File: src/hdl/pc_macros.svh
`ifndef PC_MACROS_SVH
`define PC_MACROS_SVH

// Width of one internal bus and of one PC byte
`define PC_BYTE_W 8

// Width of the whole program counter
`define PC_W 16

// Value loaded into PCH:PCL while arst_n is low
`define PC_RESET_VEC 16'hFFFC

// Nibble width used by the carry lookahead
`define PC_NIB_W 4

`endif

File: src/hdl/pc_bus_pkg.sv
`include "pc_macros.svh"

package pc_bus_pkg;

	// Values seen on the internal buses this cycle
	typedef struct packed {
		logic [`PC_BYTE_W-1:0] adl;	// Address low
		logic [`PC_BYTE_W-1:0] adh;	// Address high
		logic [`PC_BYTE_W-1:0] db;	// Data
	} pc_bus_in_t;

	// What the PC puts on the buses
	// A value is only meaningful while its enable is set
	typedef struct packed {
		logic [`PC_BYTE_W-1:0] adl;
		logic [`PC_BYTE_W-1:0] adh;
		logic [`PC_BYTE_W-1:0] db;
		logic                  adl_en;	// PCL on ADL
		logic                  adh_en;	// PCH on ADH
		logic                  db_en;	// PCL or PCH on DB
	} pc_bus_out_t;

	// Nothing driven
	localparam pc_bus_out_t PC_BUS_IDLE = '0;

endpackage

File: src/hdl/pc_ctrl_pkg.sv
package pc_ctrl_pkg;

	// One operation code per cycle
	typedef enum logic [2:0] {
		PC_HOLD         = 3'd0,	// Keep PC
		PC_INC          = 3'd1,	// PC + 1
		PC_FETCH        = 3'd2,	// PC on ADL/ADH then PC + 1
		PC_LOAD_ADR     = 3'd3,	// PCL <- ADL, PCH <- ADH
		PC_LOAD_ADR_INC = 3'd4,	// Load from ADL/ADH plus one
		PC_LOAD_LOW     = 3'd5,	// PCL <- ADL only
		PC_PUSH_LOW     = 3'd6,	// PCL on DB
		PC_PUSH_HIGH    = 3'd7	// PCH on DB
	} pc_op_e;

	// Control strobes of the PC
	// Load and keep strobes of a byte are exclusive
	typedef struct packed {
		logic ipc;	// Increment
		logic adl_pcl;	// PCL loads from ADL
		logic pcl_pcl;	// PCL keeps its value
		logic adh_pch;	// PCH loads from ADH
		logic pch_pch;	// PCH keeps its value
		logic pcl_adl;	// PCL drives ADL
		logic pch_adh;	// PCH drives ADH
		logic pcl_db;	// PCL drives DB
		logic pch_db;	// PCH drives DB
	} pc_strobe_t;

	// Strobe set of an idle cycle
	localparam pc_strobe_t PC_STROBE_IDLE = '{
		ipc: 1'b0, adl_pcl: 1'b0, pcl_pcl: 1'b1,
		adh_pch: 1'b0, pch_pch: 1'b1,
		pcl_adl: 1'b0, pch_adh: 1'b0,
		pcl_db: 1'b0, pch_db: 1'b0
	};

endpackage

File: src/hdl/pc_bus_drive.sv
`timescale 1ns/1ps
`include "pc_macros.svh"

module pc_bus_drive (
	input  pc_ctrl_pkg::pc_strobe_t strobe,
	input  logic [`PC_W-1:0]        pc,
	input  logic                    phi2,	// Assertions only
	input  logic                    arst_n,
	output pc_bus_pkg::pc_bus_out_t bus_out
);

	logic [`PC_BYTE_W-1:0] pcl;
	logic [`PC_BYTE_W-1:0] pch;

	assign pcl = pc[`PC_BYTE_W-1:0];
	assign pch = pc[`PC_W-1:`PC_BYTE_W];

	always_comb begin
		bus_out = pc_bus_pkg::PC_BUS_IDLE;	// Undriven buses read zero

		if (strobe.pcl_adl) begin
			bus_out.adl    = pcl;
			bus_out.adl_en = 1'b1;
		end

		if (strobe.pch_adh) begin
			bus_out.adh    = pch;
			bus_out.adh_en = 1'b1;
		end

		// PCL has priority on DB
		if (strobe.pcl_db) begin
			bus_out.db    = pcl;
			bus_out.db_en = 1'b1;
		end else if (strobe.pch_db) begin
			bus_out.db    = pch;
			bus_out.db_en = 1'b1;
		end
	end

	// Both bytes on DB would short the bus on silicon
	assert property (@(posedge phi2) disable iff (!arst_n)
		!(strobe.pcl_db && strobe.pch_db))
		else $error("pc_bus_drive PCL and PCH both on DB");

	// A push never puts the address out in the same cycle
	assert property (@(posedge phi2) disable iff (!arst_n)
		bus_out.db_en |-> !(bus_out.adl_en || bus_out.adh_en))
		else $error("pc_bus_drive DB and address driven together");

endmodule

File: src/hdl/pc_byte.sv
`timescale 1ns/1ps
`include "pc_macros.svh"

module pc_byte #(
	parameter logic [`PC_BYTE_W-1:0] RESET_VAL = 8'hFC
) (
	input  logic                  phi2,
	input  logic                  arst_n,
	input  logic                  load,	// Take bus_val
	input  logic                  hold,	// Take own value
	input  logic [`PC_BYTE_W-1:0] bus_val,
	input  logic                  carry_in,
	output logic [`PC_BYTE_W-1:0] val,
	output logic                  carry_out
);

	logic [`PC_BYTE_W-1:0] base;	// Like the PCLS/PCHS latch
	logic [`PC_NIB_W-1:0]  base_lo;
	logic [`PC_NIB_W-1:0]  base_hi;
	logic                  lo_ones;	// Low nibble all ones
	logic                  hi_ones;
	logic                  carry_hi;	// Carry into the upper nibble
	logic [`PC_NIB_W-1:0]  sum_lo;
	logic [`PC_NIB_W-1:0]  sum_hi;
	logic [`PC_BYTE_W-1:0] next_val;

	// Load and keep select as an AND-OR mux
	assign base = ({`PC_BYTE_W{load}} & bus_val) |
	              ({`PC_BYTE_W{hold}} & val);

	assign base_lo = base[`PC_NIB_W-1:0];
	assign base_hi = base[`PC_BYTE_W-1:`PC_NIB_W];

	assign lo_ones = &base_lo;
	assign hi_ones = &base_hi;

	// Upper nibble carry looks ahead over the low nibble
	assign carry_hi  = carry_in & lo_ones;
	assign carry_out = carry_hi & hi_ones;	// Base was FF and carry_in set

	assign sum_lo = base_lo + {{(`PC_NIB_W-1){1'b0}}, carry_in};
	assign sum_hi = base_hi + {{(`PC_NIB_W-1){1'b0}}, carry_hi};

	assign next_val = {sum_hi, sum_lo};

	always_ff @(posedge phi2 or negedge arst_n) begin
		if (!arst_n) begin
			val <= RESET_VAL;
		end else begin
			val <= next_val;
		end
	end

	// The decoder must pick exactly one source for this byte
	assert property (@(posedge phi2) disable iff (!arst_n)
		load ^ hold)
		else $error("pc_byte load=%b hold=%b", load, hold);

endmodule

File: src/hdl/pc_ctrl.sv
`timescale 1ns/1ps

module pc_ctrl (
	input  logic                   phi2,	// Only for the op check
	input  pc_ctrl_pkg::pc_op_e    op,
	output pc_ctrl_pkg::pc_strobe_t strobe
);

	pc_ctrl_pkg::pc_strobe_t dec;

	always_comb begin
		dec = pc_ctrl_pkg::PC_STROBE_IDLE;	// Keep both bytes, drive nothing
		unique case (op)
			pc_ctrl_pkg::PC_HOLD: begin
				dec = pc_ctrl_pkg::PC_STROBE_IDLE;
			end
			pc_ctrl_pkg::PC_INC: begin
				dec.ipc = 1'b1;
			end
			pc_ctrl_pkg::PC_FETCH: begin
				dec.ipc     = 1'b1;	// Old address goes out before the step
				dec.pcl_adl = 1'b1;
				dec.pch_adh = 1'b1;
			end
			pc_ctrl_pkg::PC_LOAD_ADR: begin
				dec.adl_pcl = 1'b1;
				dec.pcl_pcl = 1'b0;
				dec.adh_pch = 1'b1;
				dec.pch_pch = 1'b0;
			end
			pc_ctrl_pkg::PC_LOAD_ADR_INC: begin
				dec.ipc     = 1'b1;	// Carry formed on the loaded value
				dec.adl_pcl = 1'b1;
				dec.pcl_pcl = 1'b0;
				dec.adh_pch = 1'b1;
				dec.pch_pch = 1'b0;
			end
			pc_ctrl_pkg::PC_LOAD_LOW: begin
				dec.adl_pcl = 1'b1;	// PCH keeps its value as for a branch in page
				dec.pcl_pcl = 1'b0;
			end
			pc_ctrl_pkg::PC_PUSH_LOW: begin
				dec.pcl_db = 1'b1;
			end
			pc_ctrl_pkg::PC_PUSH_HIGH: begin
				dec.pch_db = 1'b1;
			end
			default: begin
				dec = pc_ctrl_pkg::PC_STROBE_IDLE;
			end
		endcase
	end

	assign strobe = dec;

	// An unknown code would leave the load/keep pair undefined
	assert property (@(posedge phi2)
		!$isunknown(op) && op inside {
			pc_ctrl_pkg::PC_HOLD, pc_ctrl_pkg::PC_INC,
			pc_ctrl_pkg::PC_FETCH, pc_ctrl_pkg::PC_LOAD_ADR,
			pc_ctrl_pkg::PC_LOAD_ADR_INC, pc_ctrl_pkg::PC_LOAD_LOW,
			pc_ctrl_pkg::PC_PUSH_LOW, pc_ctrl_pkg::PC_PUSH_HIGH
		})
		else $error("pc_ctrl illegal op %0h", op);

endmodule

File: src/hdl/pc_unit.sv
`timescale 1ns/1ps
`include "pc_macros.svh"

module pc_unit (
	input  logic                    phi2,
	input  logic                    arst_n,
	input  pc_ctrl_pkg::pc_op_e     op,
	input  pc_bus_pkg::pc_bus_in_t  bus_in,
	output pc_bus_pkg::pc_bus_out_t bus_out,
	output logic [`PC_W-1:0]        pc	// Debug view of PCH:PCL
);

	localparam logic [`PC_W-1:0] RST_VEC = `PC_RESET_VEC;

	pc_ctrl_pkg::pc_strobe_t strobe;
	logic                    pcl_carry;	// PCLC into the high byte

	pc_ctrl pc_ctrl_i (
		.phi2   (phi2),
		.op     (op),
		.strobe (strobe)
	);

	pc_byte #(
		.RESET_VAL (RST_VEC[`PC_BYTE_W-1:0])
	) pcl_i (
		.phi2      (phi2),
		.arst_n    (arst_n),
		.load      (strobe.adl_pcl),
		.hold      (strobe.pcl_pcl),
		.bus_val   (bus_in.adl),
		.carry_in  (strobe.ipc),
		.val       (pc[`PC_BYTE_W-1:0]),
		.carry_out (pcl_carry)
	);

	// Top carry is dropped so FFFF wraps to 0000
	pc_byte #(
		.RESET_VAL (RST_VEC[`PC_W-1:`PC_BYTE_W])
	) pch_i (
		.phi2      (phi2),
		.arst_n    (arst_n),
		.load      (strobe.adh_pch),
		.hold      (strobe.pch_pch),
		.bus_val   (bus_in.adh),
		.carry_in  (pcl_carry),
		.val       (pc[`PC_W-1:`PC_BYTE_W]),
		.carry_out ()
	);

	pc_bus_drive pc_bus_drive_i (
		.strobe  (strobe),
		.pc      (pc),
		.phi2    (phi2),
		.arst_n  (arst_n),
		.bus_out (bus_out)
	);

endmodule
File: config.mk
export PLATFORM = sky130hd
export DESIGN_NAME = pc_unit
export DESIGN_NICKNAME = d
export VERILOG_FILES = /design/src/hdl/pc_bus_pkg.sv /design/src/hdl/pc_ctrl_pkg.sv /design/src/hdl/pc_bus_drive.sv /design/src/hdl/pc_byte.sv /design/src/hdl/pc_ctrl.sv /design/src/hdl/pc_unit.sv
export VERILOG_INCLUDE_DIRS = /design/src /design/src/hdl
export SDC_FILE = /design/constraint.sdc
export NUM_CORES = 1
export LEC_CHECK = 0
export BUFFER_PORTS_ARGS = -buffer_cell sky130_fd_sc_hd__buf_2
export CAP_MARGIN = 20
export CELL_PAD_IN_SITES_DETAIL_PLACEMENT = 1
export CELL_PAD_IN_SITES_GLOBAL_PLACEMENT = 2
export CORE_ASPECT_RATIO = 0.75
export CORE_MARGIN = 2
export CORE_UTILIZATION = 27
export DETAILED_ROUTE_END_ITERATION = 16
export GPL_TIMING_DRIVEN = 0
export PLACE_DENSITY_LB_ADDON = 0.05
export SLEW_MARGIN = 20
export SYNTH_ARGS = -nofsm -noshare
export SYNTH_HDL_FRONTEND = slang
export SYNTH_SLANG_ARGS = --single-unit
File: constraint.sdc
create_clock -name phi2 -period 2.7 [get_ports phi2]
set_input_delay 0.27 -clock phi2 [delete_from_list [all_inputs] [get_ports phi2]]
set_output_delay 0.27 -clock phi2 [all_outputs]
set_load 0.005 [all_outputs]
# Word level (Yosys, flattened, before mapping)
# Cells that the tools add are included.
totals:
  reg_bits: 16
  out_inout_bits: 43
  elab_cells: 42
classes:
  n_addsub: 4
  n_eq_ne: 7
  mux: 14
  bitwise_logic: 9
  n_reduce_logical: 6
ops:
  columns: ["operator", "count"]
  rows:
  - ["8-bit bitwise AND", 4]
  - ["8-bit 2-to-1 mux", 4]
  - ["4-bit by 1-bit adder with 4-bit output", 4]
  - ["8-bit bitwise OR", 2]
  - ["3-bit equality test (second input constant)", 4]
  - ["4-bit AND reduction", 3]
  - ["1-bit 2-to-1 mux", 7]
  - ["3-bit by 2-bit equality test with 1-bit output (second input constant)", 2]
  - ["2-bit 2-to-1 mux", 3]
  - ["3-bit OR reduction", 2]
  - ["1-bit bitwise AND", 3]
  - ["3-bit by 1-bit equality test with 1-bit output (second input constant)", 1]
  - ["2-bit OR reduction", 1]

# Longest topological paths before layout
# Gate-level depths: netlist of the first run.
depth:
  word_depth: 10
  ltp_mapped: 10
  ltp_nobuf: 9

# By module
# Synthesis of the first run repeated with hierarchy kept, for this count alone.
hier_totals:
  cells_unflattened: 144
  area_unflattened_um2: 1346.3
by_module_without_submodules:
  columns: ["module", "n_inst", "cells_each", "area_each_um2"]
  rows:
  - ["pc_byte at pch_i", 1, 43, 506.7]
  - ["pc_byte at pcl_i", 1, 43, 504.2]
  - ["pc_bus_drive", 1, 45, 237.7]
  - ["pc_ctrl", 1, 13, 97.6]

# Worst setup path before layout of the first run
# OpenSTA, ideal clock, no wires.
synth_timing:
  path_kind: "input port to flip-flop"
  from: "input op[1]"
  to: "register pch_i.val[3]"
  setup_ps: 73
  arrival_time_ps: 1865
  required_ps: 2627
  path_slack_ps: 762
  path_stages: 10
  n_path_buf: 1
  cell_sequence: "buf_4 -> or2b_1 -> nand2_2 -> mux2_4 -> nor3_1 -> ha_1 -> nand3_1 -> xnor2_1 -> nor2_1 -> a21oi_1"
synth_via:
  elab_chain_cells: 9
  elab_cells_between_ends: 22
  classes_between: "1 x add/sub; 5 x eq/ne; 3 x mux; 8 x bitwise; 5 x reduce/logical"
synth_lines:
  columns: ["item", "line", "rtl"]
  rows:
  - ["from (decl)", "pc_unit.sv:7", "input pc_ctrl_pkg::pc_op_e op,"]
  - ["3-bit equality test / 3-bit by 2-bit equality test with 1-bit output (equally long branches)", "pc_ctrl.sv:13", "unique case (op)"]
  - ["3-bit OR reduction (no line)", null, null]
  - ["2-bit 2-to-1 mux", "pc_ctrl.sv:13", null]
  - ["8-bit bitwise AND (on tied branches)", "pc_byte.sv:28, pc_byte.sv:29", null]
  - ["8-bit bitwise OR", "pc_byte.sv:28", "assign base = ({`PC_BYTE_W{load}} & bus_val) |"]
  - ["4-bit AND reduction", "pc_byte.sv:34", "assign lo_ones = &base_lo;"]
  - ["1-bit bitwise AND", "pc_byte.sv:38", "assign carry_hi = carry_in & lo_ones;"]
  - ["1-bit bitwise AND", "pc_byte.sv:39", "assign carry_out = carry_hi & hi_ones;"]
  - ["4-bit by 1-bit adder with 4-bit output *", "pc_byte.sv:41", "assign sum_lo = base_lo + {{(`PC_NIB_W-1){1'b0}}, carry_in};"]
  - ["net pch_i.sum_lo[3]", "pc_byte.sv:23", "logic [`PC_NIB_W-1:0] sum_lo;"]
  - ["to (signal assigned)", "pc_byte.sv:50", "val <= next_val;"]
  - ["to (decl)", "pc_byte.sv:13", "output logic [`PC_BYTE_W-1:0] val,"]
# Mark *: on every way through the listed nets, which the timed path passes. The rest lies on a longest branch.

# Worst setup path in the final report of the first run
layout_timing:
  from: "register pcl_i.val[2]"
  to: "register pch_i.val[7]"
layout_via:
  elab_chain_cells: 7
layout_lines:
  columns: ["item", "line", "rtl"]
  rows:
  - ["from (decl)", "pc_byte.sv:13", null]
  - ["from (signal assigned)", "pc_byte.sv:50", null]
  - ["8-bit bitwise AND", "pc_byte.sv:29", "({`PC_BYTE_W{hold}} & val);"]
  - ["8-bit bitwise OR", "pc_byte.sv:28", null]
  - ["4-bit AND reduction", "pc_byte.sv:34", null]
  - ["1-bit bitwise AND", "pc_byte.sv:38", null]
  - ["1-bit bitwise AND", "pc_byte.sv:39", null]
  - ["1-bit bitwise AND", "pc_byte.sv:38", null]
  - ["4-bit by 1-bit adder with 4-bit output", "pc_byte.sv:42", "assign sum_hi = base_hi + {{(`PC_NIB_W-1){1'b0}}, carry_hi};"]
  - ["net pch_i.sum_hi[3]", "pc_byte.sv:24", "logic [`PC_NIB_W-1:0] sum_hi;"]
# The timed path passes the listed nets, and every way through them passes these cells.

==> impl_metrics.json, run 1 <==
{
  "m1WireLength_um": 1985,
  "powerDensity_mw_per_mm2": 553.1,
  "clk_latency_ns": 0.25,
  "finalCoreUtilization": 0.3848,
  "cp-start-kind": "register",
  "antenna_cells": 0,
  "ir_worst_vdd_mv": 0.2410,
  "final_cell_mix": "buf_2, and2_1, dfstp_2",
  "grt_max_degree": 17,
  "path_class": "reg2reg",
  "cts.sinks": 16,
  "grt_pass1_wl_um": 6389,
  "worst_slack_ns": 0.6628,
  "hpwlAfterDp_um": 3241,
  "arrival_ns": 2.21,
  "place_congestion": 0.7567,
  "min_period_ns": 2.037,
  "die_h_um": 64.50,
  "setup_viol": 0,
  "rows": 21,
  "top_layer": "met4",
  "cts_tree": "yes",
  "antenna_found_initial": 0,
  "io_pins": 72,
  "syn_area_mm2": 0.001318,
  "switching_share": 0.3381,
  "clkPwrFrac": 0.226,
  "cpPeakStageDelay_ns": 0.55,
  "clock_skew_ns": 0.001280,
  "synth_area_leaders": "dfstp_2, mux2i_1, and2_1",
  "cts.clk_slew.worst_paths_ns": 0.07,
  "outcome": "completed",
  "timing.slew.headroom": 0.7290,
  "syn2layout_area_growth_pct": 33.52,
  "grt_overflow": 0,
  "maxSlewViolCount": 0,
  "rsz0062_at_grt": "false",
  "gr-usage-all-layers": 0.1491,
  "synth_top_area_cell": "dfstp_2",
  "h-tree-depth": 1,
  "numCtsBuffers": 3,
  "synth_top_area_share": 0.2792,
  "path_buf_inv": 0,
  "synth.net_count": 169,
  "required_ns": 2.87,
  "synthCells": 132,
  "fin_setup_tns_ns": 0,
  "tightest_slew_ns": 0.4065,
  "power.leakage_nw": 0.8838,
  "vias_per_cell": 4.667,
  "routed_wl_um": 3952,
  "hold_viol_final": 0,
  "core_mm2": 0.004572,
  "die-area_mm2": 0.005460,
  "drive_gt1_frac": 0.5000,
  "p_comb_frac": 0.346,
  "final_nets": 236,
  "portBuffers": 61,
  "ant_nets": 0,
  "fp.dieW_um": 84.66,
  "max_freq_ghz": 0.4909,
  "vias": 1190,
  "ys_warn_count": 0,
  "clockRootBuffer": "clkbuf_8",
  "path_cells": "nand3_1 -> a22o_1 -> nor4_2 -> ha_1 -> a21boi_1 -> xnor2_1",
  "cp_slowest_cell": "dfstp_2",
  "final_common_cell": "buf_2",
  "drt_iter0_drc": 13,
  "power_frac_seq": 0.428,
  "path_max_fanout": 4,
  "start_util": 0.2882,
  "wl_per_cell_um": 15.50,
  "ys_seq_area_frac": 0.3172,
  "hp-class": "in2reg",
  "syn_area_per_cell_um2": 9.981,
  "synth_seq_cells": 16,
  "netlist-cell-type-count": 39,
  "post_cts_buffers": 0,
  "grt_pass1_vias": 1199,
  "max_cap_violations": 0,
  "critPathCaptureType": "register",
  "place_ws_ns": 0.4071,
  "wl_met3_um": 282,
  "wl_met2_um": 1665,
  "cts.path.max_buffers": 2,
  "period_share": 0.7545,
  "drt-pass1-iter-count": 5,
  "p_switching_mw": 0.3290,
  "drc_errors": 0,
  "p_int_mw": 0.6439,
  "path_delay_family": "flip-flops"
}
## sequential cells by signal, indices dropped and copies added (netlist names)
signal / flops
pcl_i.val: 8
pch_i.val: 8
## timing repair
item | in CTS | in global routing
endpoints found under the hold margin | 2 | 0
hold buffers | 1 | 0
gates resized for setup | 0 | 0
## layout make-up
type,count,area (um^2)
plain buffers,5,28.78
clock buffers,4,55.05
fillers,566,2813
inverters,4,15.01
multi-input cells,107,855.8
flip-flops and latches,16,417.9
well taps,57,71.32
repair buffers,62,315.3
## per-stage QoR
step                      std cells  hold WS [ns]  power, mW  instance area, um^2
final                           255        0.3035     0.9729                 1759
after global routing            255        0.3092      1.049                 1759
after CTS                       255        0.3011     0.9957                 1759
after detailed placement        250        0.2223     0.7642                 1694
after global placement          250        0.2231     0.7565                 1694
after floorplan                 132      -0.02559     0.5920                 1318
## synth_stat cells (all sizes together)
master and instances:
nor2 11, dfstp 14, buf 4, and2b 2, a32oi 1, nand4 4
and3b 1, a21oi 1, nor2b 1, inv 4, o31a 1, nand4b 1
xnor2 8, mux2i 12, nand3 7, a21o 1, mux2 9, o21ai 5
o211ai 1, xor2 3, a21boi 1, a221oi 1, nand3b 1, or2b 1
nor3 1, clkbuf 1, nor4 1, nand2 3, a22o 1, nor3b 1
dfrtp 2, and2 19, ha 8
## worst register-to-register path, stage by stage (launching register included)
cell and delay [ns]:
dfstp_2 0.55, nand3_1 0.12, a22o_1 0.31, nor4_2 0.36
ha_1 0.25, a21boi_1 0.21, xnor2_1 0.15
## cells by family after synthesis
logic type      count (synthesis)  share of synthesized area
compound gates                 13                    0.06933
fa+ha+maj                       8                    0.07598
flops                          16                     0.3172
buf+inv                         9                    0.03323
xor+xnor                       11                    0.07313
simple gates                   54                     0.2574
mux                            21                     0.1738
## power groups by stage
stage / sequential, mW / combinational [mW] / clock (mW)
floorplan: 0.402 / 0.190 / 0
global placement: 0.422 / 0.334 / 0
detailed placement: 0.423 / 0.342 / 0
CTS: 0.419 / 0.345 / 0.231
global route: 0.433 / 0.377 / 0.240
finish: 0.416 / 0.337 / 0.220
## path summary, 6_finish.rpt
path,from,to,slack (ns),depth (start not counted)
max,pcl_i.val[2]$_DFF_PN1_,pch_i.val[7]$_DFF_PN1_,0.66,6
min,bus_in[14],pch_i.val[6]$_DFF_PN1_,0.30,3
max reg2reg,pcl_i.val[2]$_DFF_PN1_,pch_i.val[7]$_DFF_PN1_,0.66,6
min reg2reg,pcl_i.val[7]$_DFF_PN1_,pcl_i.val[7]$_DFF_PN1_,0.62,2
max in group asynchronous,arst_n,pch_i.val[5]$_DFF_PN1_,1.92,2
min in group asynchronous,arst_n,pcl_i.val[1]$_DFF_PN0_,0.47,2
## routing by layer
| metal | GRT usage | vias to the layer above |
|---|---|---|
| met4 | 0.02976 | 0 |
| met2 | 0.2264 | 45 |
| met1 | 0.2107 | 547 |
| met3 | 0.04459 | 2 |
| li1 | - | 596 |
| met5 | 0 | - |
(Power assumes the default switching activity.)
==> inputs of run 2 (changes only) <==
- CORE_UTILIZATION: 27 -> 25
- clock period: 2.7 -> 2.1 ns (I/O delays scaled with it)
==> impl_metrics.json, run 2 (same netlist as run 1, synthesis figures left out) <==
{
  "outcome": "completed",
  "drt_iter0_drc": 9,
  "io_pins": 72,
  "regArea_um2": 417.9,
  "switching_share": 0.3437,
  "cts.path.max_buffers": 2,
  "core_mm2": 0.004982,
  "clock_skew_ns": 0.005590,
  "cts_tree": "yes",
  "hold_viol_final": 0,
  "drive_gt1_frac": 0.5025,
  "fillCellCount": 600,
  "rows": 22,
  "min_path_cells": 3,
  "fp.dieW_um": 87.83,
  "tightest_slew_ns": 0.3998,
  "path_buf_inv": 0,
  "cp.depth": 6,
  "clockRootBuffer": "clkbuf_8",
  "hp-class": "in2reg",
  "wl_per_cell_um": 15.31,
  "antenna_found_initial": 0,
  "max_freq_ghz": 0.5107,
  "powerDensity_mw_per_mm2": 681.1,
  "syn2layout_area_growth_pct": 34.09,
  "final_common_cell": "buf_2",
  "antenna_cells": 0,
  "clk_latency_ns": 0.25,
  "grt_pass1_wl_um": 6396,
  "die-area_mm2": 0.005873,
  "multiInputGateArea_um2": 858.3,
  "maxSlewViolCount": 0,
  "cts.sinks": 16,
  "power_mw": 1.203,
  "numCtsBuffers": 3,
  "top_regs": "pch_i.val: 8 flops, pcl_i.val: 8 flops",
  "drc_errors": 0,
  "instances_no_fill": 269,
  "min_period_ns": 1.958,
  "place_congestion": 0.7799,
  "ant_nets": 0,
  "path_max_fanout": 4,
  "grt_max_degree": 17,
  "gr-usage-all-layers": 0.1440,
  "die_h_um": 66.87,
  "hpwlAfterDp_um": 3357,
  "rsz0062_at_grt": "true",
  "timing.slew.headroom": 0.7334,
  "worst-r2r-cell-count": 6,
  "power_frac_seq": 0.443,
  "p_int_mw": 0.7897,
  "grt_overflow": 0,
  "vias": 1205,
  "p_comb_frac": 0.364,
  "period_share": 0.9324,
  "portBuffers": 61,
  "p_switching_mw": 0.4136,
  "h-tree-depth": 1,
  "clkPwrFrac": 0.193,
  "setup_viol": 0,
  "vias_per_cell": 4.480,
  "start_util": 0.2644,
  "max_cap_violations": 0,
  "cts.clk_slew.worst_paths_ns": 0.07,
  "power.leakage_nw": 0.8745,
  "drt-pass1-iter-count": 2,
  "routed_wl_um": 4119,
  "cp_slowest_cell": "dfstp_2",
  "path_class": "reg2reg",
  "ir_worst_vdd_mv": 0.2351,
  "cp-start-kind": "register",
  "arrival_ns": 2.14,
  "final_cell_mix": "buf_2, and2_1, dfstp_2",
  "critPathCaptureType": "register",
  "placed_cells": 265,
  "grt_pass1_vias": 1244,
  "final_nets": 236,
  "required_ns": 2.28,
  "path_cells": "nand3_1 -> a22o_1 -> nor4_2 -> ha_1 -> a21boi_1 -> xnor2_1",
  "r2r_setup_slack_ns": 0.14,
  "cpPeakStageDelay_ns": 0.55,
  "path_delay_family": "flip-flops"
}
-- run 2: worst paths after layout --
kind,from,to
worst max-delay path,pcl_i.val[2]$_DFF_PN1_,pch_i.val[7]$_DFF_PN1_
worst min-delay path,bus_in[15],pch_i.val[7]$_DFF_PN1_
worst max register to register,pcl_i.val[2]$_DFF_PN1_,pch_i.val[7]$_DFF_PN1_
worst min register to register,pch_i.val[3]$_DFF_PN1_,pch_i.val[3]$_DFF_PN1_
max in group asynchronous,arst_n,pch_i.val[0]$_DFF_PN1_
min in group asynchronous,arst_n,pcl_i.val[0]$_DFF_PN0_
-- run 2: final cells by class --
cell class                 instances  share of cell area
timing repair buffer              62              0.1785
buffer                             5             0.01629
multi-input combinational        107              0.4858
tap                               72             0.05099
inverter                           4            0.008499
clock buffer                       3             0.02337
sequential                        16              0.2365
-- run 2: through the flow --
| stage | setup TNS (ns) | util | setup WS [ns] | hold WS [ns] | instance area, um^2 |
|---|---|---|---|---|---|
| global placement | -0.1307 | 0.3438 | -0.09127 | 0.1621 | 1713 |
| CTS | 0 | 0.3541 | 0.09138 | 0.2321 | 1764 |
| finish | 0 | 0.3546 | 0.1419 | 0.2404 | 1767 |
| global route | -0.04961 | 0.3546 | -0.03354 | 0.2455 | 1767 |
| floorplan | 0 | - | 0.2222 | -0.08559 | 1318 |
| detailed placement | -0.1679 | 0.3438 | -0.1105 | 0.1652 | 1713 |
-- run 2: power groups by stage --
stage	clock (mW)	sequential, mW	combinational (mW)
final	0.232	0.533	0.438
after global routing	0.260	0.556	0.492
after CTS	0.247	0.539	0.447
after detailed placement	0	0.543	0.442
after global placement	0	0.541	0.431
after floorplan	0	0.516	0.245
-- run 2: layer usage --
layer	GRT usage	wire, um
met3	0.03346	276
met5	0	0
met4	0.02308	16
met2	0.2424	1816
met1	0.1908	2009
-- run 2: timing repair --
action,CTS,global route
hold buffers,1,0
buffers inserted,0,0
hold endpoints to repair,2,0
endpoints found under the setup margin,0,2
gates resized for setup,0,1
-- run 2: worst reg2reg max path, stage by stage (launching register included) --
cell	delay (ns)
dfstp_2	0.55
nand3_1	0.10
a22o_1	0.30
nor4_2	0.34
ha_1	0.24
a21boi_1	0.22
xnor2_1	0.14
